[src/logic/vid_macros.svh]
`ifndef VID_MACROS_SVH
`define VID_MACROS_SVH

// ====================
// raster geometry
// ====================
`define VID_H_ACTIVE     32
`define VID_H_TOTAL      48
`define VID_HSYNC_START  36
`define VID_HSYNC_END    40
`define VID_V_ACTIVE     8
`define VID_V_TOTAL      12
`define VID_VSYNC_LINE   9

// ====================
// data path sizes
// ====================
`define VID_WORD_W       128
`define VID_PIX_W        16
`define VID_PIX_PER_WORD 8
// 8 pointer bits, 256 entries
`define VID_FIFO_AW      8

// fetch pauses at or above this fill level
`define VID_FETCH_HIGH   200
`define VID_FRAME_WORDS  32
`define VID_BASE_ADDR    32'h0000_1000

`endif

[src/logic/vid_pkg.sv]
`default_nettype none

`include "vid_macros.svh"

package vid_pkg;

	// ====================
	// payload types
	// ====================

	// one frame word from memory, eight pixels packed
	typedef logic [`VID_WORD_W-1:0] vid_word_t;

	// one display pixel
	typedef logic [`VID_PIX_W-1:0] vid_pix_t;

	// word address on the memory port
	typedef logic [31:0] vid_addr_t;

	// fifo fill level, same width as the pointers
	typedef logic [`VID_FIFO_AW-1:0] vid_cnt_t;

	// ====================
	// control types
	// ====================

	// pixel lane within a word, lane 0 in the low bits
	typedef logic [$clog2(`VID_PIX_PER_WORD)-1:0] vid_lane_t;

	// fetch handshake states
	typedef enum logic [1:0] {
		FETCH_IDLE,
		FETCH_REQ,
		FETCH_WAIT
	} vid_fetch_st_t;

endpackage

`default_nettype wire

[src/logic/vid_unpack.sv]
`timescale 1ns/1ps
`default_nettype none

`include "vid_macros.svh"

module vid_unpack (
	input  wire                      rclk,
	input  wire                      rrst,
	input  wire                      de,
	input  wire                      hsync,
	input  wire                      vsync,
	input  wire                      frame_start,
	input  wire vid_pkg::vid_word_t  fifo_dout,
	input  wire vid_pkg::vid_cnt_t   fifo_cnt,
	output logic                     fifo_rd,
	output vid_pkg::vid_pix_t        pix,
	output logic                     pix_de,
	output logic                     pix_hsync,
	output logic                     pix_vsync,
	output logic                     underrun
);

	localparam vid_pkg::vid_lane_t LANE_LAST =
		vid_pkg::vid_lane_t'(`VID_PIX_PER_WORD - 1);

	vid_pkg::vid_lane_t lane;
	logic avail;
	logic take;
	vid_pkg::vid_pix_t lane_pix;

	// head word present
	assign avail = fifo_cnt != '0;
	// display wants a pixel and there is one
	assign take = de && avail;

	// lane 0 sits in the low bits of the word
	assign lane_pix = fifo_dout[lane * `VID_PIX_W +: `VID_PIX_W];

	// pop once the last lane has gone out
	assign fifo_rd = take && (lane == LANE_LAST);

	// ====================
	// lane and underrun
	// ====================
	always_ff @(posedge rclk) begin
		if (rrst) begin
			lane <= '0;
			underrun <= 1'b0;
		end else if (frame_start) begin
			lane <= '0;
			underrun <= 1'b0;
		end else if (de) begin
			if (avail) begin
				lane <= lane + 1'b1;
			end else begin
				// display cannot wait, flag stays until next frame
				underrun <= 1'b1;
			end
		end
	end

	// ====================
	// output stage
	// ====================

	// syncs delayed one cycle to line up with pix
	always_ff @(posedge rclk) begin
		if (rrst) begin
			pix_de <= 1'b0;
			pix_hsync <= 1'b0;
			pix_vsync <= 1'b0;
		end else begin
			pix_de <= de;
			pix_hsync <= hsync;
			pix_vsync <= vsync;
		end
	end

	// black when starved
	always_ff @(posedge rclk) begin
		pix <= take ? lane_pix : '0;
	end

endmodule

`default_nettype wire

[config.mk]
export PLATFORM = sky130hd
export DESIGN_NAME = vid_unpack
export DESIGN_NICKNAME = d
export VERILOG_FILES = /design/src/logic/vid_pkg.sv /design/src/logic/vid_unpack.sv
export VERILOG_INCLUDE_DIRS = /design/src /design/src/logic
export SDC_FILE = /design/constraint.sdc
export NUM_CORES = 1
export LEC_CHECK = 0
export ABC_CLOCK_PERIOD_IN_PS = 1700
export BUFFER_PORTS_ARGS = -buffer_cell sky130_fd_sc_hd__buf_2
export CORE_ASPECT_RATIO = 0.6
export CORE_MARGIN = 3
export CORE_UTILIZATION = 36
export DETAILED_ROUTE_END_ITERATION = 12
export MAX_ROUTING_LAYER = met4
export PLACE_DENSITY = 0.86
export SLEW_MARGIN = 20
export SYNTH_ARGS = -nofsm -noshare
export SYNTH_HDL_FRONTEND = slang
export SYNTH_SLANG_ARGS = --single-unit
[constraint.sdc]
create_clock -name rclk -period 1.7 [get_ports rclk]
set_input_delay 0.17 -clock rclk [delete_from_list [all_inputs] [get_ports rclk]]
set_output_delay 0.17 -clock rclk [all_outputs]
set_load 0.01 [all_outputs]
After elaboration in Yosys (flattened, before gate mapping) --
Cells that the tools add are included.
Word-level totals: bits in registers 23, output and inout port bits 21, word-level logic and storage cells 16
Operators by class: add/subtract/negate cells 1, equal/unequal tests 1, shift-type cells 1, bitwise operators 1, reduce and logical (&&, ||, !) cells 6
Operators with widths (count):
- $shiftx A128 B8 Y16 | 1
- $reduce_bool A8 Y1 | 1
- $reduce_and A2 Y1 | 2
- $add A3 B1 Y3 const B | 1
- $eq A3 B3 Y1 const B | 1
- $logic_and A1 B1 Y1 | 2
- $reduce_or A2 Y1 | 1
- $not A1 Y1 | 1

Longest topological paths before layout --
depth after elaboration 3, depth in mapped cells 5, gate-level depth less buffers 4

Worst setup path before layout --
Ideal clock, no wire load.
path type register to register, start register lane[0], end register pix[0], library setup time 0.117 ns, arrival time 1.292 ns, required time 1.583 ns, path slack 0.290 ns, stages on the path, launching flop included 6, clock period less this slack 1.410 ns, path through dfxtp_1 > buf_6 > buf_6 > mux4_2 > mux2i_1 > nor2_1
On the way: longest elaborated chain between the ends 1
Ends and longest elaborated chain:
- from (decl) | line vid_unpack.sv:26 | vid_pkg::vid_lane_t lane;
- from (signal assigned) | line vid_unpack.sv:54 | lane <= lane + 1'b1;
- $shiftx A128 B8 Y16 | line vid_unpack.sv:37 | assign lane_pix = fifo_dout[lane * `VID_PIX_W +: `VID_PIX_W];
- to (signal assigned) | line vid_unpack.sv:81 | pix <= take ? lane_pix : '0;
- to (decl) | line vid_unpack.sv:16 | output vid_pkg::vid_pix_t pix,
No other way between the ends. A chain may end at the register's enable or synchronous reset.

Final worst setup path --
start register lane[0], end output fifo_rd
On the way: longest elaborated chain between the ends 2
Ends and longest elaborated chain:
- $eq A3 B3 Y1 | line vid_unpack.sv:40 | assign fifo_rd = take && (lane == LANE_LAST);
- $logic_and A1 B1 Y1 | line vid_unpack.sv:40
- to (decl) | line vid_unpack.sv:15 | output logic fifo_rd,
No other way between the ends.

==> impl_results.md <==
* Run status: finished, final reports clean
* Boundary Pins at 163
* Worst-path maximum fanout at 14
* IO Port Bufs at 162
* CTS Buf Count at 3
* Pwr Density at 520 nW/µm²
* Final core utilization at 60.1%
* Finished Cell Area at 2570 µm²
* Num rows at 18
* Startpoint types: flop
* Finish-stage setup viols at 0
* Root Driver: clkbuf_8
* Chip height at 58.6 µm
* Critical path's slowest cell: dfxtp_2
* CP top delay family: adder cells
* Clk Latency, worst-skew pair at 260 ps
* CTS tree: built
* H-tree depth at 1
* VDD IR max at 0.296 mV
* Yosys cell types at 19
* Global-route wire length before repair at 8370 µm
* CP peak stage delay at 340 ps
* Placed cell area at 2520 µm²
* YS warnings at 0
* CTS clk-pin slew, worst paths at 80 ps
* Max Slew Vio Count at 0
* Worst slack, placed at between 200 and 250 ps
* Max Freq at 632 MHz
* Cell Int Power at 0.998 mW
* Layout cells sized above 1 at 72.1%
* Sequential-to-total area share from yosys stat at 27.8%
* Die area at 5490 µm²
* Relative slew slack at 64.6%
* Sink Count at 23
* RePlAce Congestion at 0.797
* Starting Density at between 30% and 40%
* DP HPWL at 4900 µm
* Mean number of vias per cell at roughly 5.0
* Worst-path cell chain: buf_6 > ha_1 > ha_1 > and2_1 > buf_2
* Final #Nets at 428
* Unrepaired setup endpoints after global routing: no
* Drc violations at 0
* Synth-to-Final Area Change at 55.1%
* Total GRT Usage at 20.7%
* Hold WC Path Type: primary input to flop
* Vias in the first global route at 1781
* CP Capture Type: output pin
* CP most frequent cell: ha_1
* Fin. Hold Viols at 0
* Crit path kind: flop to output pin
* Final worst slack at between 100 and 150 ps
* Logic pwr share at 31.1%
* Initial antenna violation count at 0
* Power share of the clock group at roughly a quarter
* Final period util at 93.0%
* Pleak at 1.22 nW
* Mapped cell area at 1660 µm²
* Postcts setup bufs at 0
* CTS Buffer Depth at 2
* Die width at 93.6 µm
* Detailed Route Iter0 Violations at 34
* Psw at 0.341 mW
* Slew @ Worst Pin at 527 ps
* Buf/Inv on CP at 2
* Net switching fraction of the power at between 20% and 30%
* Cells after Synth at 120
* Core Footprint at 4280 µm²
* Setup Skew at 1.11 ps
* Pre-Repair DR Iteration Count at 4
* Largest net degree at the start of global routing at 26
* Final wirelength at between 5000 and 6000 µm
* Gr ovfl total at 0
* Fin crit period at between 1500 and 2000 ps
* #FFs+latches synth at 23
* Syn Nets at 264
* Vias at 1700
* Critical path arrival at between 1000 and 1500 ps
* Routed len/inst at 16.4 µm
* MaxCap Viol Count at 0
* Fill cells at 367
* Fin Setup TNS at 0 ps
* Worst EP required at 1530 ps
* Avg Synthesized Cell Area at 13.8 µm²
* ANT cells at 0
* Remaining antenna violation count after routing at 0
* Sequential share of power at 43.3%
-- cells in the mapped netlist --
master,instances,share of area [%]
mux2i_1,19,11
a31oi_1,1,0.38
nand2_1,5,1.1
clkbuf_1,1,0.23
buf_6,2,1.4
nor3_1,1,0.30
nor4_1,2,0.75
mux4_1,3,4.8
mux4_2,29,39
a21bo_1,1,0.60
or3_1,1,0.38
a21boi_1,1,0.45
buf_12,2,2.4
nor2b_1,3,1.1
nor2_1,17,3.8
buf_2,6,1.8
and2_1,1,0.38
ha_1,2,1.5
dfxtp_1,23,28
-- cell families (layout without fill, tap and decap cells) --
family / count (synthesis) / after routing / share of synthesized area, %
buffers and inverters: 11 / 174 / 5.81
AO/OA/AOI/OAI: 3 / 3 / 1.43
multiplexers: 51 / 51 / 55.6
adder cells (fa/ha/maj): 2 / 2 / 1.51
AND/OR/NAND/NOR: 30 / 30 / 7.92
flip-flops: 23 / 23 / 27.8
-- final cells by class --
cell class                      count  area [µm²]  area share [%]
Clock buffer                        3        41.3            1.61
Clock inverter                      1        5.00           0.195
Timing Repair Buffer              170         887            34.5
Sequential cell                    23         462            17.9
Tap cell                           60        75.1            2.92
Multi-Input combinational cell     86        1100            42.9
-- registers in the layout (all words and copies together) (netlist names) --
| register | flops |
|---|---|
| lane | 3 |
| pix | 16 |
| pix_de | 1 |
| pix_hsync | 1 |
| pix_vsync | 1 |
| underrun | 1 |
-- per-layer routing --
layer / wire [µm] / vias to the layer above / global-route usage (%) / part of all wire, %
met3: 429 / 2 / 3.83 / 7.6
met5: 0 / - / - / 0
met4: 29 / 0 / 2.88 / 0.52
met2: 2930 / 88 / 38.0 / 52
met1: 2220 / 806 / 24.6 / 40
li1: - / 804 / - / -
-- worst register-to-register path: stages (launching register included) --
cell and delay [ps]:
dfxtp_2 360, buf_12 200, mux4_1 590, mux2i_1 150, nor2_1 60
-- power groups by stage --
stage	combinational [mW]	clock, mW	sequential, mW
3_5_place_dp	0.420	0	0.592
5_1_grt	0.455	0.377	0.583
4_1_cts	0.421	0.354	0.580
3_3_place_gp	0.407	0	0.593
2_1_floorplan	0.190	0	0.608
6_report	0.417	0.342	0.580
-- path summary, 6_finish.rpt --
kind	from	to	slack [ps]	cells past startpoint
hold / removal	frame_start	underrun	100	2
setup / recovery	lane[0]	fifo_rd	120	5
setup reg to reg	lane[0]	pix[3]	230	4
hold reg to reg	underrun	underrun	540	2
-- repair_timing --
action | in CTS | in global routing
hold buffers | 0 | 0
setup endpoints to repair | 0 | 1
resized for setup | 0 | 1
-- cell usage in the layout (no fill, tap or decap) --
master and instances:
mux2i_1 19, a21boi_1 1, a21bo_1 1, nor2b_1 3, or3_1 1, buf_2 162, nor3_1 1, mux4_1 3
a31oi_1 1, clkinv_2 1, dfxtp_1 22, nand2_1 5, buf_12 1, buf_6 1, clkbuf_8 3, ha_1 2
nor2_1 17, and2_1 1, buf_4 6, mux4_2 29, nor4_1 2, dfxtp_2 1
-- metrics by stage --
stage | hold slack, ps | cells | power, mW
2_1_floorplan | 242 | 120 | 0.799
3_3_place_gp | 381 | 339 | 1.00
3_5_place_dp | 375 | 339 | 1.01
4_1_cts | 90.7 | 343 | 1.35
5_1_grt | 100 | 343 | 1.41
6_report | 96.6 | 343 | 1.34
No activity file was read; power rests on OpenSTA's default activity.
