[config.mk]
export PLATFORM = sky130hd
export DESIGN_NAME = vid_timing
export DESIGN_NICKNAME = d
export VERILOG_FILES = /design/src/logic/vid_timing.sv
export VERILOG_INCLUDE_DIRS = /design/src /design/src/logic
export SDC_FILE = /design/constraint.sdc
export NUM_CORES = 1
export LEC_CHECK = 0
export ABC_AREA = 1
export BUFFER_PORTS_ARGS = -buffer_cell sky130_fd_sc_hd__buf_2
export CORE_AREA = 2 2 39 41
export DETAILED_ROUTE_END_ITERATION = 12
export DIE_AREA = 0 0 41 43
export PLACE_DENSITY = 0.61
export SKIP_LAST_GASP = 1
export SLEW_MARGIN = 20
export SYNTH_ARGS = -nofsm -noshare
export SYNTH_HDL_FRONTEND = slang
export SYNTH_SLANG_ARGS = --single-unit
[constraint.sdc]
create_clock -name rclk -period 2.95 [get_ports rclk]
set_input_delay 0.295 -clock rclk [delete_from_list [all_inputs] [get_ports rclk]]
set_output_delay 0.295 -clock rclk [all_outputs]
set_load 0.01 [all_outputs]
[src/logic/vid_macros.svh]
`ifndef VID_MACROS_SVH
`define VID_MACROS_SVH

// ====================
// raster geometry
// ====================
`define VID_H_ACTIVE     32
`define VID_H_TOTAL      48
`define VID_HSYNC_START  36
`define VID_HSYNC_END    40
`define VID_V_ACTIVE     8
`define VID_V_TOTAL      12
`define VID_VSYNC_LINE   9

// ====================
// data path sizes
// ====================
`define VID_WORD_W       128
`define VID_PIX_W        16
`define VID_PIX_PER_WORD 8
// 8 pointer bits, 256 entries
`define VID_FIFO_AW      8

// fetch pauses at or above this fill level
`define VID_FETCH_HIGH   200
`define VID_FRAME_WORDS  32
`define VID_BASE_ADDR    32'h0000_1000

`endif

[src/logic/vid_timing.sv]
`timescale 1ns/1ps
`default_nettype none

`include "vid_macros.svh"

module vid_timing (
	input  wire  rclk,
	input  wire  rrst,
	output logic de,
	output logic hsync,
	output logic vsync,
	output logic frame_start
);

	localparam int HW = $clog2(`VID_H_TOTAL);
	localparam int VW = $clog2(`VID_V_TOTAL);

	// ====================
	// horizontal limits
	// ====================
	localparam logic [HW-1:0] H_ACTIVE = HW'(`VID_H_ACTIVE);
	localparam logic [HW-1:0] H_LAST   = HW'(`VID_H_TOTAL - 1);
	localparam logic [HW-1:0] HS_START = HW'(`VID_HSYNC_START);
	localparam logic [HW-1:0] HS_END   = HW'(`VID_HSYNC_END);

	// ====================
	// vertical limits
	// ====================
	localparam logic [VW-1:0] V_ACTIVE = VW'(`VID_V_ACTIVE);
	localparam logic [VW-1:0] V_LAST   = VW'(`VID_V_TOTAL - 1);
	localparam logic [VW-1:0] VS_LINE  = VW'(`VID_VSYNC_LINE);

	// pixel within line
	logic [HW-1:0] h_cnt;
	// line within frame
	logic [VW-1:0] v_cnt;
	logic line_end;

	assign line_end = h_cnt == H_LAST;

	always_ff @(posedge rclk) begin
		if (rrst) begin
			h_cnt <= '0;
		end else if (line_end) begin
			h_cnt <= '0;
		end else begin
			h_cnt <= h_cnt + 1'b1;
		end
	end

	// start in the first blanking line so fetch can prefill
	always_ff @(posedge rclk) begin
		if (rrst) begin
			v_cnt <= V_ACTIVE;
		end else if (line_end) begin
			if (v_cnt == V_LAST) begin
				v_cnt <= '0;
			end else begin
				v_cnt <= v_cnt + 1'b1;
			end
		end
	end

	// decoded straight from the counters
	assign de = (h_cnt < H_ACTIVE) && (v_cnt < V_ACTIVE);
	assign hsync = (h_cnt >= HS_START) && (h_cnt < HS_END);
	// whole line of vsync
	assign vsync = v_cnt == VS_LINE;

	// first cycle of the first blanking line, including the one right after reset
	assign frame_start = (h_cnt == '0) && (v_cnt == V_ACTIVE);

endmodule

`default_nettype wire

; Yosys cells after proc, flatten, opt, wreduce, memory -nomap -nowiden
; Index checks and enable logic that the tools add are counted.
[word_totals]
input_bits = 2
ff_bits = 10
output_inout_bits = 4
word_cells = 18
[op_classes]
add_sub_neg = 2
n_mux = 1
reduce_logical = 5
eq_ne = 4
n_lt_le_gt_ge = 4
[op_table]
columns = cell, count
row1 = "== test 4 bit, second input constant", 3
row2 = "less-than comparator 6 bit, second input constant", 2
row3 = "adder 6 x 1 -> 6 bit, second input constant", 1
row4 = "== test 6 bit, second input constant", 1
row5 = "greater-or-equal comparator 6 bit, second input constant", 1
row6 = zero test 6 bit, 1
row7 = "adder 4 x 1 -> 4 bit, second input constant", 1
row8 = "less-than comparator 4 bit, second input constant", 1
row9 = 2-to-1 mux 4 bit, 1
row10 = logical AND 1 bit, 3
row11 = OR reduction 2 bit, 1

; Depth between registers and ports, before layout
; Gate-level depths: netlist of the first run.
[logic_depth]
depth_word = 2
ltp_mapped = 6
ltp_nobuf = 6

; Worst setup path before layout of the first run
; OpenSTA, ideal clock, no wires.
[synth_path]
kind = register to register
start = reg h_cnt[0]
end = reg h_cnt[4]
path_stages_with_launch = 7
arrival_time_ns = 1.039
synth_period_minus_slack_ns = 1.156
setup_time_ns = 0.117
t_required_ns = 2.833
setup_slack_ns = 1.794
cell_sequence = dfxtp_1 ha_1 nand2_1 inv_1 nand3_1 nand2_1 nor2_1
[synth_via]
elab_chain_len = 2
elab_cells_between_ends = 3
cone_classes = add/sub (1) / eq/ne (1) / reduce/logical (1)
[synth_lines]
columns = item, line
row1 = start: declaration, vid_timing.sv:34  ; logic [HW-1:0] h_cnt;
row2 = start signal: assignment, vid_timing.sv:47  ; h_cnt <= h_cnt + 1'b1;
row3 = branches (longest 2 deep; another with adder 6 x 1 -> 6 bit), --
; Parallel ways; which one is timed is not known.
; A chain may end at the register's enable or synchronous reset.

; Worst setup path after layout of the first run
[layout_path]
start = reg h_cnt[0]
end = out frame_start
[layout_via]
elab_chain_len = 2
[layout_lines]
columns = item, line
row1 = zero test 6 bit, vid_timing.sv:71  ; assign frame_start = (h_cnt == '0) && (v_cnt == V_ACTIVE);
row2 = logical AND 1 bit, vid_timing.sv:71
row3 = end: declaration, vid_timing.sv:12  ; output logic frame_start
; Every way passes these cells.

==> results of run 1 <==
## kinds of logic after synthesis
| kind of cell | count (synthesis) | share of synthesized area [%] |
|---|---|---|
| AO/OA/AOI/OAI | 6 | 5.44 |
| XOR/XNOR | 1 | 1.59 |
| adder cells (fa/ha/maj) | 5 | 11.3 |
| buffers and inverters | 16 | 10.9 |
| flip-flops | 10 | 36.3 |
| AND/OR/NAND/NOR | 42 | 34.5 |
## Yosys cell counts
| cell | number |
|---|---|
| inv_1 | 16 |
| nand2_1 | 15 |
| dfxtp_1 | 10 |
| nor2_1 | 10 |
| nand3_1 | 9 |
| ha_1 | 5 |
| a21oi_1 | 4 |
| nand4_1 | 3 |
| nor3_1 | 2 |
| o21ai_0 | 2 |
| and3_1 | 1 |
| nand3_2 | 1 |
| nor2_2 | 1 |
| xor2_1 | 1 |
## worst register-to-register path, delay by kind of cell (launching register included)
kind                     cells  cell delay, ps
adder cells (fa/ha/maj)      1             230
flip-flops                   1             420
AND/OR/NAND/NOR              4             520
buffers and inverters        1              80
## flip-flops by register name, summed over array words and instances (netlist names)
| signal | cells |
|---|---|
| h_cnt | 6 |
| v_cnt | 4 |
## through the flow
| stage | worst slack (ps) | power [W] | std cells |
|---|---|---|---|
| global route | 1330 | 0.000262 | 104 |
| detailed placement | 1570 | 0.000163 | 101 |
| floorplan | 1790 | 0.000156 | 80 |
| finish | 1420 | 0.000248 | 104 |
| CTS | 1400 | 0.000256 | 104 |
| global placement | 1570 | 0.000163 | 101 |
## worst max-delay path by stage
| stage | endpoint | depth (start not counted) | slack (ps) | from |
|---|---|---|---|---|
| floorplan | h_cnt[4] | 6 | 1790 | h_cnt[0] |
| finish | frame_start | 5 | 1420 | h_cnt[0] |
| CTS | frame_start | 5 | 1400 | h_cnt[0] |
| global placement | h_cnt[4] | 6 | 1570 | h_cnt[0] |
| detailed placement | h_cnt[4] | 6 | 1570 | h_cnt[0] |
| global route | frame_start | 5 | 1330 | h_cnt[0] |
## routing by layer
metal | vias up | wire length [um]
li1 | 270 | -
met1 | 228 | 462
met2 | 3 | 510
met5 | - | 0
met4 | 0 | 12
met3 | 2 | 22
## final cells by class
class / instances / area share (%)
clock buffers: 3 / 3.64
inverters: 16 / 9.70
multi-input cells: 54 / 47.1
flip-flops and latches: 10 / 32.3
well taps: 16 / 3.23
repair buffers: 5 / 4.04
## report_power, final
part	switching, W	internal [W]	leakage (nW)
Clock	0.0000418	0.0000469	0.0138
Combinational	0.00000974	0.00000708	0.209
Sequential	0.00000385	0.000138	0.0812
## cells in the final DEF (no fill, tap or decap)
master / instances
clkbuf_4: 3
inv_1: 16
xor2_1: 1
nand2_1: 15
nor2_2: 1
ha_1: 5
nand3_2: 1
nor2_1: 10
and3_1: 1
nand4_1: 3
nand3_1: 9
a21oi_1: 4
nor3_1: 2
dfxtp_1: 10
buf_2: 5
o21ai_0: 2
==> results.cfg, run 1 <==
[outcome]
status = finished clean

[worst_hold_path]
holdPathEnd = v_cnt[2]
worstHoldStart = rrst
whs_path_depth = 2
min-delay-path-class = primary input to flip-flop

[die]
num_rows = 14
die_h_um = 43
ios = 6
die_w_um = 41
coreArea_sq_um = 1380
dieArea_sq_um = 1760
start_util_pct = 39.9

[timing]
finalSetupViolations = 0
hold_ws_ps = 238
skew_ps = 2.43
slew_violations = 0
max_freq_ghz = 0.654
finalSetupTns_ps = 0
worstMarginPinSlew_ps = 208
rsz0062_at_grt = false
slew_headroom_pct = 86.1
period_needed_ps = 1530
timing_hold_violations_final = 0
fin_crit_sh_pct = 51.8

[worst_setup_path]
cp_top_family = flip-flops
end_kind = output pin
arrival_ps = 1230
reg2reg_slack_ps = 1580
cp_slowest_cell = dfxtp_1
r2r-end = h_cnt[4]
crit_chain = inv_1, ha_1, nand4_1, nor2_1, buf_2
reg2reg_depth = 6
worstPathRequired_ps = 2650
crit_path_max_fanout = 6
path_class = flip-flop to output pin
cpPeakStageDelay_ps = 420
timing.rr.start = h_cnt[0]
startpoint_type = flip-flop
worst-path-buf-inv = 2

[detailed_routing]
wl_per_cell_um = 9.70
post-route-drc-count = 0
drt-initial-drc-count = 10
vias = 503
viasPerCell = 4.84
routed_wl_mm = 1.01
antenna_left = 0
dr.pass1.iters = 4

[final_layout]
areaGrowthSynthToFinish_pct = 12.2
drive_gt1_share_pct = 11.4
regArea_sq_um = 200
multiInputGateArea_sq_um = 292
stdcell_area_sq_um = 619
nets = 97
antenna_cells = 0
n_fill_cell = 158
fin_util_pct = 44.8

[global_routing]
grtUsageMet1_pct = 18.2
grt_first_pass_wirelength_mm = 1.74
grt_pass1_vias = 462
busiest_layer = met2
grt_max_degree = 7
antenna_found_initial = 0
overflow = 0
grt_use_total_pct = 14.8
grt_use_met2_pct = 20.9
grtUsageMet3_pct = 3.14

[clocking]
cts_sinks = 10
cts_resized = 0
postCtsSetupRepairBufs = 0
ctsLongestPathBuffers = 2
cts_buffers = 3
worstSkewPairLatency_ps = 260
cts_tree = yes
cts_hold_buf = 0
cts-root-buf = clkbuf_4
clk_pin_slew_worst_paths_ps = 60
htreeDepth = 1

[synth]
syn_avg_cell_area_sq_um = 6.90
syn-num-nets = 87
postSynthCellCount = 80
synth_top_area_share_pct = 36.3
yosysWarnings = 0
yosysUniqueCellTypes = 14
ys_ff_latch = 10
synthTopCellsByArea = dfxtp_1 (36%), ha_1 (11%), inv_1 (11%), nand2_1 (10%), nand3_1 (8.2%)
synth_seq_area_share_pct = 36.3
yosysTopAreaCell = dfxtp_1
netlist_area_sq_um = 552

[placed_design]
place.gp.congestion = 0.841
port_buffers = 5
place_hpwl_um = 804
placed_area_sq_um = 597

[power]
leakagePower_nw = 0.304
power_density_nw_per_um2 = 400
ir_drop_v = 0.000231

[flow_run]
drv_cap = 0
No activity file was read; power rests on OpenSTA's default activity.
==> run 2, diff against run 1 <==
--- a/config.mk
+++ b/config.mk
@@ -6,12 +6,12 @@
 export SDC_FILE = /design/constraint.sdc
 export NUM_CORES = 1
 export LEC_CHECK = 0
-export ABC_AREA = 1
+export ABC_AREA = 0
 export BUFFER_PORTS_ARGS = -buffer_cell sky130_fd_sc_hd__buf_2
 export CORE_AREA = 2 2 39 41
 export DETAILED_ROUTE_END_ITERATION = 12
 export DIE_AREA = 0 0 41 43
-export PLACE_DENSITY = 0.61
+export PLACE_DENSITY = 0.63
 export SKIP_LAST_GASP = 1
 export SLEW_MARGIN = 20
 export SYNTH_ARGS = -nofsm -noshare
==> constraint.sdc (replaced) <==
create_clock -name rclk -period 1.3 [get_ports rclk]
set_input_delay 0.13 -clock rclk [delete_from_list [all_inputs] [get_ports rclk]]
set_output_delay 0.13 -clock rclk [all_outputs]
set_load 0.01 [all_outputs]
==> run 2 against run 1 <==
Against the previous run: the flow now finishes with violations (negative setup slack); critical path depth down 2; flip-flop and latch count unchanged; routed wire length is 38% higher; sequential share of layout area down 7.1 points; largest cell class unchanged; largest power group unchanged; register-to-register slack got worse by 1700 ps; highest routed layer unchanged.
==> results.cfg, run 2 <==
[die]
die_w_um = 41
die_h_um = 43
dieArea_sq_um = 1760
num_rows = 14
ios = 6
coreArea_sq_um = 1380
start_util_pct = 39.8

[placed_design]
place.gp.congestion = 0.752
port_buffers = 5
place_hpwl_um = 874
placed_area_sq_um = 762

[timing]
finalSetupViolations = 4
slew_headroom_pct = 83.4
fin_crit_sh_pct = 122
slew_violations = 0
rsz0062_at_grt = true
max_freq_ghz = 0.629
timing_hold_violations_final = 0
skew_ps = 0.724
period_needed_ps = 1590
fin_ws_ps = -290
worstMarginPinSlew_ps = 246

[global_routing]
antenna_found_initial = 0
grt_max_degree = 11
grt_use_total_pct = 19.6
overflow = 0
grt_first_pass_wirelength_mm = 2.24
grt_pass1_vias = 542

[synth]
ys_ff_latch = 10
syn_avg_cell_area_sq_um = 8.88
ys_top_cells_by_count = dfxtp_1 (10), ha_1 (5), nor3_1 (5)
yosysUniqueCellTypes = 25
syn-num-nets = 69
async_flop_share_pct = 0
synth-edff-count = 0
yosysTopAreaCell = dfxtp_1
synthTopCellsByArea = dfxtp_1 (36%), ha_1 (11%), nor3_1 (4.5%), nand4_4 (3.9%), a21oi_1 (3.6%)
yosysMostFrequentCell = dfxtp_1
synth_top_area_share_pct = 36.4
synth_seq_area_share_pct = 36.4
netlist_area_sq_um = 551
postSynthCellCount = 62
ys.flop_type = dfxtp_1
yosysWarnings = 0

[detailed_routing]
antenna_left = 0
wl_per_cell_um = 13.5
routed_wl_mm = 1.40
viasPerCell = 5.27
drt-initial-drc-count = 11
dr.pass1.iters = 4
post-route-drc-count = 0
vias = 543

[worst_setup_path]
r2r-end = v_cnt[3]
setup.worst_path.end = frame_start
worstPathRequired_ps = 1170
path_class = flip-flop to output pin
startpoint_type = flip-flop
timing.rr.start = h_cnt[0]
reg2reg_depth = 4
reg2reg_slack_ps = -80
arrival_ps = 1460
end_kind = output pin
critPathLaunch = v_cnt[2]
crit_path_max_fanout = 2

[outcome]
status = complete, but fails checks
violations = negative setup slack

[power]
seq_power_share_pct = 52.2
switching_share_pct = 26.1
ir_drop_v = 0.000493
leakagePower_nw = 0.378
total_power_w = 0.000609
p_comb_share_pct = 10.9
clkPwrFrac_pct = 36.8
power_density_nw_per_um2 = 689
switching_power_w = 0.000159
intPower_w = 0.000450

[clocking]
cts-root-buf = clkbuf_4
cts_tree = yes
ctsLongestPathBuffers = 2
clk_pin_slew_worst_paths_ps = 70
cts_hold_buf = 0
htreeDepth = 1
cts_sinks = 10
cts_buffers = 3
worstSkewPairLatency_ps = 270

[final_layout]
antenna_cells = 0
largest_reg_flops = 6
drive_gt1_share_pct = 60.9
final_common_cell = buf_4
top_register = h_cnt
stdcell_area_sq_um = 883
final_cell_mix = buf_4 (16), dfxtp_2 (6), buf_2 (5)
nets = 96
areaGrowthSynthToFinish_pct = 60.5
reg_top3 = h_cnt: 6 flops, v_cnt: 4 flops
n_fill_cell = 115

[worst_hold_path]
min-delay-path-class = primary input to flip-flop

[flow_run]
drv_cap = 0
[run 2: cell count changes in the layout (fill, tap and decap cells not counted), sizes merged, moves of 3 or more]
cell,delta
buf,+19
inv,-12
nand2,-11
nand3,-8
nor2,-7
nor3,+3
or4,+3
[run 2: how the worst min path moves through the flow]
stage               startpoint        to  slack [ps]  depth (start not counted)
global route              rrst  v_cnt[2]         170                          2
detailed placement        rrst  v_cnt[1]         440                          2
CTS                       rrst  v_cnt[0]         150                          2
floorplan                 rrst  h_cnt[2]         430                          2
finish                    rrst  v_cnt[1]         150                          2
global placement          rrst  h_cnt[2]         430                          2
[run 2: what timing repair did]
item                                    4_1_cts  5_1_grt
endpoints found under the setup margin        7        8
pin swaps                                     5        4
resized for setup                            13       12
endpoints found under the hold margin         0        0
cloned                                        0        0
buffers inserted                              3        0
[run 2: power groups by stage]
stage | registers (W) | clock network (W) | logic [W]
4_1_cts | 0.000319 | 0.000222 | 0.0000596
6_report | 0.000318 | 0.000224 | 0.0000665
3_3_place_gp | 0.000331 | 0 | 0.0000581
2_1_floorplan | 0.000334 | 0 | 0.0000358
5_1_grt | 0.000318 | 0.000238 | 0.0000750
3_5_place_dp | 0.000332 | 0 | 0.0000591
[run 2: routing by layer]
| layer | part of all wire, % | GRT usage [%] |
|---|---|---|
| met1 | 43 | 21.5 |
| met2 | 51 | 32.5 |
| met3 | 1.9 | 4.71 |
| met4 | 3.2 | 10.0 |
| met5 | 0 | 0 |
[run 2: critical path, cell delays in order, from the launching register on]
cell and delay [ps]:
dfxtp_4 340, or4b_4 540, nor4_4 140, buf_2 170
[run 2: area by class of cell]
cell class / count / area, sq um / share of cell area, %
tap: 16 / 20.0 / 2.27
inverter: 4 / 15.0 / 1.70
sequential: 10 / 223 / 25.2
timing repair buffer: 24 / 179 / 20.3
multi-input combinational: 46 / 424 / 48.0
clock buffer: 3 / 22.5 / 2.55
[run 2: stage by stage]
step / setup WS (ps) / util [%] / hold WS (ps) / std cells / setup TNS, ps
after floorplan: -88.0 / - / 433 / 62 / -109
after global placement: -95.1 / 55.1 / 435 / 97 / -199
after detailed placement: -118 / 55.1 / 436 / 97 / -236
after CTS: -288 / 61.1 / 153 / 103 / -487
after global routing: -330 / 63.8 / 174 / 103 / -627
final: -290 / 63.8 / 145 / 103 / -469
[run 2: logic make-up (layout without fill, tap and decap cells)]
group / Yosys count / after routing / share of synthesized area, %
compound gates: 10 / 10 / 10.2
flops: 10 / 10 / 36.4
xor+xnor: 3 / 3 / 4.77
simple gates: 28 / 28 / 33.2
buf+inv: 6 / 31 / 4.09
fa+ha+maj: 5 / 5 / 11.4
