[src/logic/vid_macros.svh]
`ifndef VID_MACROS_SVH
`define VID_MACROS_SVH

// ====================
// raster geometry
// ====================
`define VID_H_ACTIVE     32
`define VID_H_TOTAL      48
`define VID_HSYNC_START  36
`define VID_HSYNC_END    40
`define VID_V_ACTIVE     8
`define VID_V_TOTAL      12
`define VID_VSYNC_LINE   9

// ====================
// data path sizes
// ====================
`define VID_WORD_W       128
`define VID_PIX_W        16
`define VID_PIX_PER_WORD 8
// 8 pointer bits, 256 entries
`define VID_FIFO_AW      8

// fetch pauses at or above this fill level
`define VID_FETCH_HIGH   200
`define VID_FRAME_WORDS  32
`define VID_BASE_ADDR    32'h0000_1000

`endif

[src/logic/vid_pkg.sv]
`default_nettype none

`include "vid_macros.svh"

package vid_pkg;

	// ====================
	// payload types
	// ====================

	// one frame word from memory, eight pixels packed
	typedef logic [`VID_WORD_W-1:0] vid_word_t;

	// one display pixel
	typedef logic [`VID_PIX_W-1:0] vid_pix_t;

	// word address on the memory port
	typedef logic [31:0] vid_addr_t;

	// fifo fill level, same width as the pointers
	typedef logic [`VID_FIFO_AW-1:0] vid_cnt_t;

	// ====================
	// control types
	// ====================

	// pixel lane within a word, lane 0 in the low bits
	typedef logic [$clog2(`VID_PIX_PER_WORD)-1:0] vid_lane_t;

	// fetch handshake states
	typedef enum logic [1:0] {
		FETCH_IDLE,
		FETCH_REQ,
		FETCH_WAIT
	} vid_fetch_st_t;

endpackage

`default_nettype wire

[src/logic/vid_fetch.sv]
`timescale 1ns/1ps
`default_nettype none

`include "vid_macros.svh"

module vid_fetch (
	input  wire                      rclk,
	input  wire                      rrst,
	input  wire                      frame_start,
	input  wire vid_pkg::vid_cnt_t   fifo_cnt,
	input  wire                      mem_ack,
	input  wire vid_pkg::vid_word_t  mem_data,
	output logic                     mem_req,
	output vid_pkg::vid_addr_t       mem_addr,
	output logic                     fifo_wr,
	output vid_pkg::vid_word_t       fifo_di
);

	localparam int WCW = $clog2(`VID_FRAME_WORDS + 1);
	localparam logic [WCW-1:0] FRAME_WORDS = WCW'(`VID_FRAME_WORDS);
	localparam vid_pkg::vid_cnt_t FETCH_HIGH = vid_pkg::vid_cnt_t'(`VID_FETCH_HIGH);
	localparam vid_pkg::vid_addr_t BASE_ADDR = `VID_BASE_ADDR;

	vid_pkg::vid_fetch_st_t st;
	// words completed in this frame
	logic [WCW-1:0] word_cnt;
	logic more;
	logic room;
	logic got_word;

	// still words left to fetch this frame
	assign more = word_cnt != FRAME_WORDS;
	// back-pressure from the fifo level
	assign room = fifo_cnt < FETCH_HIGH;
	// ack seen while requesting ends the word
	assign got_word = (st == vid_pkg::FETCH_REQ) && mem_ack;

	assign mem_req = st == vid_pkg::FETCH_REQ;
	// returned data goes straight into the fifo on the ack edge
	assign fifo_wr = got_word;
	assign fifo_di = mem_data;

	// ====================
	// handshake FSM
	// ====================
	always_ff @(posedge rclk) begin
		if (rrst) begin
			st <= vid_pkg::FETCH_IDLE;
		end else begin
			case (st)
				vid_pkg::FETCH_IDLE: begin
					// hold off on frame_start so the reload lands first
					if (!frame_start && more && room && !mem_ack) begin
						st <= vid_pkg::FETCH_REQ;
					end
				end
				vid_pkg::FETCH_REQ: begin
					if (mem_ack) begin
						st <= vid_pkg::FETCH_WAIT;
					end
				end
				vid_pkg::FETCH_WAIT: begin
					// four-phase, wait for ack to fall
					if (!mem_ack) begin
						st <= vid_pkg::FETCH_IDLE;
					end
				end
				default: st <= vid_pkg::FETCH_IDLE;
			endcase
		end
	end

	// address and word count, reloaded every frame
	always_ff @(posedge rclk) begin
		if (rrst) begin
			// nothing to fetch until the first frame_start
			mem_addr <= BASE_ADDR;
			word_cnt <= FRAME_WORDS;
		end else if (frame_start) begin
			mem_addr <= BASE_ADDR;
			word_cnt <= '0;
		end else if (got_word) begin
			mem_addr <= mem_addr + 1'b1;
			word_cnt <= word_cnt + 1'b1;
		end
	end

	// frame reload only lands between handshakes
	a_reload_idle: assert property (@(posedge rclk) disable iff (rrst)
		frame_start |-> st == vid_pkg::FETCH_IDLE);

	// memory sees a stable address for the whole request
	a_addr_hold: assert property (@(posedge rclk) disable iff (rrst)
		mem_req |=> !mem_req || $stable(mem_addr));

	// one write per ack, taken on its rising edge
	a_wr_on_ack: assert property (@(posedge rclk) disable iff (rrst)
		fifo_wr |-> $rose(mem_ack));

endmodule

`default_nettype wire

[config.mk]
export PLATFORM = sky130hd
export DESIGN_NAME = vid_fetch
export DESIGN_NICKNAME = d
export VERILOG_FILES = /design/src/logic/vid_pkg.sv /design/src/logic/vid_fetch.sv
export VERILOG_INCLUDE_DIRS = /design/src /design/src/logic
export SDC_FILE = /design/constraint.sdc
export NUM_CORES = 1
export LEC_CHECK = 0
export ABC_AREA = 1
export ABC_CLOCK_PERIOD_IN_PS = 4000
export BUFFER_PORTS_ARGS = -buffer_cell sky130_fd_sc_hd__buf_2
export CAP_MARGIN = 40
export CORE_AREA = 2 2 118 120
export DETAILED_ROUTE_END_ITERATION = 8
export DIE_AREA = 0 0 120 122
export PLACE_DENSITY_LB_ADDON = 0.3
export SYNTH_ARGS = -nofsm -noshare
export SYNTH_HDL_FRONTEND = slang
export SYNTH_SLANG_ARGS = --single-unit
[constraint.sdc]
create_clock -name rclk -period 4 [get_ports rclk]
set_input_delay 0.2 -clock rclk [delete_from_list [all_inputs] [get_ports rclk]]
set_output_delay 0.2 -clock rclk [all_outputs]
set_load 0.005 [all_outputs]
# == After elaboration in Yosys (flattened, before gate mapping) ==
# Cells that the tools add are included.
# totals
inputBits,140
out_inout_bits,162
word_cells,29
ff_bits,40
# classes
n_addsub,2
magnitude_cmp,1
n_mux,6
n_reduce_logical,10
eq_ne,6
# ops
cell,count
$add A32 B1 Y32 const B,1
$mux W6,2
$lt A8 B8 Y1 const B,1
$add A6 B1 Y6 const B,1
$mux W2,3
$ne A2 B2 Y1 const B,3
$ne A6 B6 Y1 const B,1
$pmux W2 S3,1
$logic_and A1 B1 Y1,4
$reduce_and A3 Y1,1
$eq A2 B1 Y1 const B,1
$eq A2 B2 Y1 const B,1
$logic_not A1 Y1,2
$logic_not A2 Y1,1
$reduce_bool A2 Y1,1
$reduce_or A2 Y1,1

# == Logic depth before layout (Yosys ltp) ==
# Gate-level depths: netlist of run 1.
# depth
depth_word,6
ltp_mapped,9
mapped_depth_nobuf,8

# == Worst setup path after synthesis of run 1 ==
# No wires, ideal clock.
# synth_timing
path_type,flip-flop to flip-flop
startpoint,register mem_addr[0]
endpoint,register mem_addr[24]
t_arrival_ps,1356
n_path_buf,0
t_required_ps,3885
setup_time_ps,115
path_slack_ps,2529
path_stages_with_launch,9
period_less_slack_ps,1471
path_cell_list,dfxtp_1 ha_1 nand3_1 nor2_4 nand4_4 nor2_4 nand3_1 nand2_1 nor2_1
# synth_via
elab_chain_cells,1
# synth_lines
item,line,source
start: declaration,vid_fetch.sv:14,"output vid_pkg::vid_addr_t mem_addr,"
start signal: assignment,vid_fetch.sv:83,mem_addr <= mem_addr + 1'b1;
$add A32 B1 Y32,vid_fetch.sv:83,
# Every way passes these cells.
# A chain may end at the register's enable or synchronous reset.

# == Worst setup path after layout of run 1 ==
# layout_timing
startpoint,register mem_addr[0]
endpoint,register mem_addr[26]
# Same word-level chain as after synthesis.

==> impl_metrics.tcl, run 1 <==
set metrics [dict create \
    outcome "complete, no violations" \
    rsz0062_at_grt "no" \
    worstSetupPathType "register to register" \
    power_density_nw_per_um2 307.8 \
    htreeDepth 2 \
    firstDrtPassIters 4 \
    yosysSeqAreaShare 0.2687 \
    ys.warnings.count 0 \
    cp_cell_sequence "ha_1, nand3_1, nor2_4, nand4_4, nor2_4, nand3_1, nand2_1, nor2_1" \
    cp.buffers_inverters 0 \
    crit_path_end_kind "register" \
    rows 43 \
    cts_hold_buf 0 \
    route.antenna.remaining_nets 0 \
    vias 2109 \
    die-height_um 122 \
    coreArea_um2 13500 \
    routedWlPerCell_um 13.87 \
    final.setup.tns_ns 0 \
    grt_pass1_wl_um 10920 \
    final_cells 507 \
    postCtsSetupBuffers 0 \
    cts_buffer_depth 2 \
    synth_cell_types 31 \
    max_slew.worst_pin.slew_ns 0.5150 \
    diodes 0 \
    place_area_um2 2440 \
    cts_tree "done" \
    cts_root_buf "clkbuf_16" \
    cts_resized 0 \
    fmax_mhz 597.6 \
    grt_pass1_vias 2018 \
    die_area_um2 14640 \
    hp-class "input port to register" \
    critPathMaxFanout 8 \
    drc_errors 0 \
    portBuffers 42 \
    ys_ff_latch 40 \
    synthesis.nets 554 \
    finalHoldViolations 0 \
    avgSynthCellArea_um2 7.251 \
    ir_worst_vdd_uv 121.1 \
    gp_congestion 0.8025 \
    p_leak_uw 0.001052 \
    dieWidth_um 120 \
    overflow 0 \
    via_per_inst 4.160 \
    drtIter0Drc 84 \
    cp_slowest_cell "dfxtp_1" \
    syn2layout_area_growth_pct -13.94 \
    fill_cells 1548 \
    synthCells 411 \
    dp_hpwl_um 5730 \
    track_usage 0.09599 \
    arrival_ns 1.85 \
    cp-start-kind "register" \
    final_cell_area_um2 2565 \
    wl_um 7032 \
    required_ns 4.17 \
    initial_core_util 0.2207 \
    antenna_found_initial 0 \
    clk_latency_ns 0.28 \
    clock_sinks 40 \
    finClkSkew_ns 0.002766 \
    cts_buffers 5 \
    drive_above_1_share 0.1957 \
    cap_violations 0 \
    netlist_area_um2 2980 \
    drv_slew 0 \
    cp_slowest_stage_delay_ns 0.39 \
    grt_max_degree 26 \
    dpl.cell_count 502 \
    pin_count 302 \
    clk_pin_slew_worst_paths_ns 0.05 \
    min_period_ns 1.673 \
    slew_headroom 0.6563 \
    nets 472 \
    crit_family "simple AND/OR/NAND/NOR gates" \
    post-route-period-util 0.4184 \
    setup_violations 0 \
]
[cell usage in the layout, fill, tap and decap left out]
| cell type | n |
|---|---|
| and2_1 | 2 |
| a21oi_1 | 24 |
| or2_2 | 1 |
| a31oi_1 | 2 |
| nor2_8 | 1 |
| nand3_2 | 1 |
| nor2_1 | 43 |
| dfxtp_1 | 40 |
| buf_4 | 1 |
| nand2_1 | 59 |
| and3_1 | 1 |
| xor2_1 | 3 |
| nand4_4 | 3 |
| or2_1 | 1 |
| nand3b_1 | 1 |
| o21a_1 | 3 |
| o21ai_0 | 8 |
| buf_2 | 42 |
| o21bai_1 | 1 |
| nand3_1 | 21 |
| clkbuf_16 | 5 |
| and3_2 | 1 |
| a211oi_1 | 2 |
| inv_2 | 1 |
| nor2_2 | 4 |
| nand4_1 | 5 |
| o211ai_1 | 1 |
| inv_1 | 33 |
| ha_1 | 3 |
| nor3_1 | 10 |
| nor2_4 | 4 |
[stage by stage]
step / util / power (uW) / hold slack [ns] / worst slack [ns]
CTS: 0.1899 / 808.9 / 0.1082 / 2.303
global placement: 0.1807 / 435.4 / 0.4000 / 2.312
finish: 0.1899 / 789.6 / 0.1197 / 2.327
global route: 0.1899 / 831.0 / 0.1337 / 2.121
detailed placement: 0.1807 / 436.0 / 0.4000 / 2.316
floorplan: - / 529.2 / 0.2691 / 2.529
[synthesized netlist by cell type]
| master | number | area [um^2] |
|---|---|---|
| o21a_1 | 3 | 22.52 |
| nand3b_1 | 1 | 7.510 |
| nor3_1 | 10 | 50.05 |
| a211oi_1 | 2 | 15.01 |
| and3_1 | 1 | 6.260 |
| and3_2 | 1 | 7.510 |
| nor2_1 | 43 | 161.4 |
| buf_4 | 128 | 960.9 |
| o211ai_1 | 1 | 7.510 |
| a31oi_1 | 2 | 12.51 |
| nand4_4 | 3 | 63.81 |
| and2_1 | 2 | 12.51 |
| nor2_8 | 1 | 20.02 |
| inv_1 | 33 | 123.9 |
| inv_2 | 1 | 3.750 |
| or2_2 | 1 | 6.260 |
| buf_6 | 1 | 11.26 |
| a21oi_1 | 24 | 120.1 |
| dfxtp_1 | 40 | 800.8 |
| o21ai_0 | 8 | 40.04 |
| nor2_2 | 4 | 25.02 |
| nand3_2 | 1 | 10.01 |
| nand3_1 | 21 | 105.1 |
| nor2_4 | 4 | 45.04 |
| xor2_1 | 3 | 26.28 |
| nand2_1 | 59 | 221.5 |
| ha_1 | 3 | 37.54 |
| o21bai_1 | 1 | 7.510 |
| nand4_1 | 5 | 31.28 |
| or2_1 | 1 | 6.260 |
| clkbuf_1 | 3 | 11.26 |
[power by group]
group	switching, uW	leakage [uW]	total (uW)	internal, uW
sequential	1.21	0.000323	401	400
clock	143	0.0000616	363	220
combinational	16.1	0.000668	25.5	9.44
[metal layers]
layer	up-vias	GRT usage	share of wire
met2	121	0.1626	0.49
met4	0	0.05147	0.037
met1	946	0.09416	0.35
met5	-	0	0
met3	34	0.05243	0.13
li1	1008	-	-
[registers in the layout (all words and copies together), names as in the netlist]
| signal | cells |
|---|---|
| st | 2 |
| word_cnt | 6 |
| mem_addr | 32 |
[final timing paths]
kind | from | to | slack (ns) | cells past startpoint
hold / removal | rrst | st[1] | 0.12 | 2
setup / recovery | mem_addr[0] | mem_addr[26] | 2.33 | 8
hold reg to reg | word_cnt[2] | word_cnt[2] | 0.48 | 2
setup reg to reg | mem_addr[0] | mem_addr[26] | 2.33 | 8
[cells by family (layout without fill, tap and decap cells)]
group | Yosys count | after routing | share of synthesized area
DFF | 40 | 40 | 0.2687
AOI/OAI and AO/OA | 41 | 41 | 0.07557
adders and majority gates | 3 | 3 | 0.01260
and+or+nand+nor | 158 | 158 | 0.2615
buffers and inverters | 166 | 82 | 0.3728
xor gates and xnor gates | 3 | 3 | 0.008818
[layout make-up]
type,count,area [um^2],area share
clock buffer,5,125.1,0.04878
inverter,34,127.6,0.04976
multi-input combinational,205,1069,0.4166
sequential,40,800.8,0.3122
tap,180,225.2,0.08780
timing repair buffer,43,217.7,0.08488
Note: power is estimated with default switching activity, not from simulation.
==> run 2, diff against run 1 <==
--- a/config.mk
+++ b/config.mk
@@ -7,12 +7,12 @@
 export NUM_CORES = 1
 export LEC_CHECK = 0
 export ABC_AREA = 1
-export ABC_CLOCK_PERIOD_IN_PS = 4000
+export ABC_CLOCK_PERIOD_IN_PS = 1690
 export BUFFER_PORTS_ARGS = -buffer_cell sky130_fd_sc_hd__buf_2
 export CAP_MARGIN = 40
-export CORE_AREA = 2 2 118 120
+export CORE_AREA = 2 2 119 121
 export DETAILED_ROUTE_END_ITERATION = 8
-export DIE_AREA = 0 0 120 122
+export DIE_AREA = 0 0 121 123
 export PLACE_DENSITY_LB_ADDON = 0.3
 export SYNTH_ARGS = -nofsm -noshare
 export SYNTH_HDL_FRONTEND = slang
==> constraint.sdc (replaced) <==
create_clock -name rclk -period 1.69 [get_ports rclk]
set_input_delay 0.0845 -clock rclk [delete_from_list [all_inputs] [get_ports rclk]]
set_output_delay 0.0845 -clock rclk [all_outputs]
set_load 0.005 [all_outputs]
==> impl_metrics.tcl, run 2 (same netlist as run 1, synthesis figures left out) <==
set metrics [dict create \
    outcome "complete, no violations" \
    wl_um 6432 \
    hp-class "input port to register" \
    cts_root_buf "clkbuf_16" \
    grt_max_degree 25 \
    clockPowerShare 0.495 \
    rsz0062_at_grt "no" \
    coreArea_um2 13610 \
    rrSetupSlack_ns 0.16 \
    reg2reg_depth 8 \
    track_usage 0.08425 \
    p_sw_frac 0.2062 \
    crit_family "simple AND/OR/NAND/NOR gates" \
    pin_count 302 \
    crit_path_end_kind "register" \
    p_leak_uw 0.001121 \
    final_cells 520 \
    finalHoldViolations 0 \
    post-route-period-util 0.9068 \
    die_area_um2 14880 \
    drc_errors 0 \
    dpl.cell_count 509 \
    dieWidth_um 121 \
    clock_sinks 40 \
    clk_pin_slew_worst_paths_ns 0.06 \
    final.setup.tns_ns 0 \
    final_common_cell "nand2_1" \
    cap_violations 0 \
    drive_above_1_share 0.2324 \
    power_switching_uw 413.2 \
    critPathMaxFanout 8 \
    worst-path-stages 8 \
    nets 483 \
    drv_slew 0 \
    slew_headroom 0.6571 \
    max_slew.worst_pin.slew_ns 0.5139 \
    drtIter0Drc 37 \
    final_cell_mix "nand2_1, nor2_1, buf_2" \
    routedWlPerCell_um 12.37 \
    rows 43 \
    p_int_uw 1591 \
    grt_pass1_wl_um 9729 \
    htreeDepth 2 \
    ir_worst_vdd_uv 336.2 \
    power_density_nw_per_um2 745.8 \
    place_area_um2 2492 \
    top_regs "mem_addr x32, word_cnt x6, st x2" \
    overflow 0 \
    min_period_ns 1.533 \
    largest_register "mem_addr" \
    cp_cell_sequence "ha_2, nand3_1, nor2_4, nand4_4, nor2_4, buf_4, nor2_1, nor2_1" \
    firstDrtPassIters 4 \
    worstSetupPathType "register to register" \
    grt_pass1_vias 1960 \
    cts_buffers 5 \
    fill_cells 1548 \
    cp-start-kind "register" \
    portBuffers 42 \
    cp.buffers_inverters 1 \
    arrival_ns 1.76 \
    setup_violations 0 \
    use_met2 0.1271 \
    vias 2088 \
    whs_path_depth 4 \
    antenna_found_initial 0 \
    die-height_um 123 \
    met1_usage 0.09234 \
    gp_congestion 0.8459 \
    busiest_layer "met2" \
    cts_buffer_depth 2 \
    initial_core_util 0.2190 \
    combPwrFrac 0.032 \
    cts_tree "done" \
    syn2layout_area_growth_pct -9.824 \
    via_per_inst 4.015 \
    finClkSkew_ns 0.005372 \
    required_ns 1.91 \
    fmax_mhz 652.5 \
    largest_reg_flops 32 \
    met3_usage 0.03967 \
    cp_slowest_stage_delay_ns 0.33 \
    power_frac_seq 0.473 \
    route.antenna.remaining_nets 0 \
    final_cell_area_um2 2688 \
    clk_latency_ns 0.28 \
    cp_slowest_cell "dfxtp_2" \
    dp_hpwl_um 4959 \
    diodes 0 \
]
## run 2: power groups by stage
stage	Combinational [uW]	Clock [uW]	Sequential (uW)
global placement	62.0	0	970
CTS	65.5	1030	949
floorplan	283	0	969
finish	63.7	992	949
detailed placement	63.4	0	970
global route	72.5	1060	949
## run 2: metrics by stage
step | utilization | total power, uW | hold slack, ns | setup WS, ns
after floorplan | - | 1253 | 0.1536 | 0.2191
after global placement | 0.1831 | 1032 | 0.1690 | 0.1443
after detailed placement | 0.1831 | 1033 | 0.1690 | 0.1381
after CTS | 0.1951 | 2046 | 0.06671 | 0.1270
after global routing | 0.1974 | 2085 | 0.1044 | 0.0004818
final | 0.1974 | 2004 | 0.07838 | 0.1574
## run 2: timing repair
| action | in CTS | in global routing |
|---|---|---|
| hold buffers | 1 | 0 |
| resized for setup | 0 | 4 |
| endpoints found under the setup margin | 0 | 3 |
| endpoints found under the hold margin | 1 | 0 |
| setup buffers | 0 | 3 |
## run 2: worst paths after layout
check | start | endpoint
worst max register to register | mem_addr[1] | mem_addr[22]
worst min-delay path | mem_ack | st[0]
worst min register to register | word_cnt[2] | word_cnt[2]
worst max-delay path | mem_addr[1] | mem_addr[22]
## run 2: layer usage
metal	routed length [um]	vias up
li1	-	1029
met4	382	0
met1	2636	918
met2	2759	97
met5	0	-
met3	653	44
## run 2: cell type report
type                       instances  area, um^2  share of cell area
clock buffer                       7       152.6             0.05680
inverter                          34       127.6             0.04749
multi-input combinational        205        1076              0.4004
sequential                        40       803.3              0.2989
tap                              180       225.2             0.08380
timing repair buffer              54       302.8              0.1127
## run 2: tightest hold or removal path, cell delays in order
cell,delay [ns]
buf_2,0.11
nor2_1,0.04
nand2_1,0.05
a21oi_1,0.03
==> run 3, diff against run 2 <==
--- a/config.mk
+++ b/config.mk
@@ -13,7 +13,8 @@
 export CORE_AREA = 2 2 119 121
 export DETAILED_ROUTE_END_ITERATION = 8
 export DIE_AREA = 0 0 121 123
-export PLACE_DENSITY_LB_ADDON = 0.3
+export MAX_ROUTING_LAYER = met4
+export PLACE_DENSITY = 0.62
 export SYNTH_ARGS = -nofsm -noshare
 export SYNTH_HDL_FRONTEND = slang
 export SYNTH_SLANG_ARGS = --single-unit
==> impl_metrics.tcl, run 3 (same netlist as run 1, synthesis figures left out) <==
set metrics [dict create \
    outcome "complete, no violations" \
    clock_sinks 40 \
    arrival_ns 1.68 \
    largest_reg_flops 32 \
    max_slew.worst_pin.slew_ns 0.5004 \
    hold_slack_ns 0.07946 \
    cts_buffer_depth 2 \
    routedWlPerCell_um 12.40 \
    clk_latency_ns 0.28 \
    cap_violations 0 \
    clk_pin_slew_worst_paths_ns 0.06 \
    fmax_mhz 658.5 \
    setup_violations 0 \
    final.setup.tns_ns 0 \
    critPathMaxFanout 8 \
    grt_pass1_wl_um 10040 \
    coreArea_um2 13610 \
    grt_pass1_vias 1946 \
    final_cell_area_um2 2675 \
    drv_slew 0 \
    cts_buffers 5 \
    gp_congestion 0.7834 \
    die_area_um2 14880 \
    wl_um 6446 \
    dp_hpwl_um 5037 \
    vias 2100 \
    firstDrtPassIters 4 \
    dpl.cell_count 510 \
    final_cells 520 \
    crit_path_end_kind "register" \
    antenna_found_initial 0 \
    cp-start-kind "register" \
    place_area_um2 2500 \
    p_leak_uw 0.001113 \
    initial_core_util 0.2190 \
    via_per_inst 4.038 \
    drive_above_1_share 0.2235 \
    largest_register "mem_addr" \
    whs_path_depth 4 \
    final_common_cell "nand2_1" \
    diodes 0 \
    cts_root_buf "clkbuf_16" \
    drtIter0Drc 89 \
    grt_max_degree 21 \
    power_density_nw_per_um2 741.1 \
    min_period_ns 1.519 \
    rows 43 \
    syn2layout_area_growth_pct -10.24 \
    reg2reg_depth 8 \
    rsz0062_at_grt "no" \
    cts_tree "done" \
    track_usage 0.08899 \
    dieWidth_um 121 \
    portBuffers 42 \
    slew_headroom 0.6660 \
    route.antenna.remaining_nets 0 \
    final_cell_mix "nand2_1, nor2_1, buf_2" \
    nets 482 \
    overflow 0 \
    worstSetupPathType "register to register" \
    finClkSkew_ns 0.008359 \
    ir_worst_vdd_uv 365.5 \
    drc_errors 0 \
    finalHoldViolations 0 \
    htreeDepth 2 \
    pin_count 302 \
    fin_total_pwr_uw 1982 \
    post-route-period-util 0.8986 \
    required_ns 1.85 \
    hp-class "input port to register" \
    die-height_um 123 \
    top_regs "mem_addr x32, word_cnt x6, st x2" \
]
-- run 3: changes by cell type in the layout (fill, tap and decap cells not counted) --
cell / previous run / this run
nor2_2: 3 / 4
ha_1: 2 / 3
dfxtp_2: 2 / 0
dfxtp_1: 38 / 40
clkbuf_8: 2 / 1
buf_4: 11 / 10
clkbuf_1: 0 / 1
nor2_1: 43 / 42
ha_2: 1 / 0
clkinvlp_4: 0 / 1
-- run 3: through the flow --
stage	utilization	setup WS, ns
after floorplan	-	0.2191
after global placement	0.1837	0.1680
after detailed placement	0.1837	0.1635
after CTS	0.1954	0.1515
after global routing	0.1965	0.002619
final	0.1965	0.1714
-- run 3: power breakdown --
part / internal, uW / switching, uW
combinational: 26.7 / 37.2
sequential: 946 / 2.66
clock: 588 / 381
-- run 3: final timing paths --
| path | end | slack (ns) | start |
|---|---|---|---|
| min | st[0] | 0.08 | mem_ack |
| max reg2reg | mem_addr[26] | 0.17 | st[1] |
| min reg2reg | word_cnt[2] | 0.48 | word_cnt[2] |
| max | mem_addr[26] | 0.17 | st[1] |
-- run 3: cell type report --
| cell class | instances | area, um^2 |
|---|---|---|
| Clock buffer | 7 | 142.6 |
| Clock inverter | 1 | 7.507 |
| Fill cell | 1540 | 10940 |
| Inverter | 34 | 127.6 |
| Multi-Input combinational cell | 205 | 1076 |
| Sequential cell | 40 | 800.8 |
| Tap cell | 180 | 225.2 |
| Timing Repair Buffer | 53 | 295.3 |
-- run 3: timing repair --
item | CTS | global route
endpoints found under the hold margin | 1 | 0
hold buffers | 1 | 0
resized for setup | 0 | 2
setup endpoints to repair | 0 | 2
setup buffers | 0 | 1
-- run 3: metal layers --
metal,vias to the layer above,GRT usage,part of all wire
li1,1036,-,-
met1,912,0.09457,0.39
met2,95,0.1327,0.44
met3,57,0.03875,0.11
met4,0,0.06323,0.066
met5,-,-,0
-- run 3: critical path, stage by stage, from the launching register on --
cell	delay, ns
dfxtp_1	0.33
inv_2	0.06
nand3_2	0.18
nor2_4	0.25
nand4_4	0.14
nor2_4	0.23
nand3_1	0.10
nand2_1	0.07
nor2_1	0.04
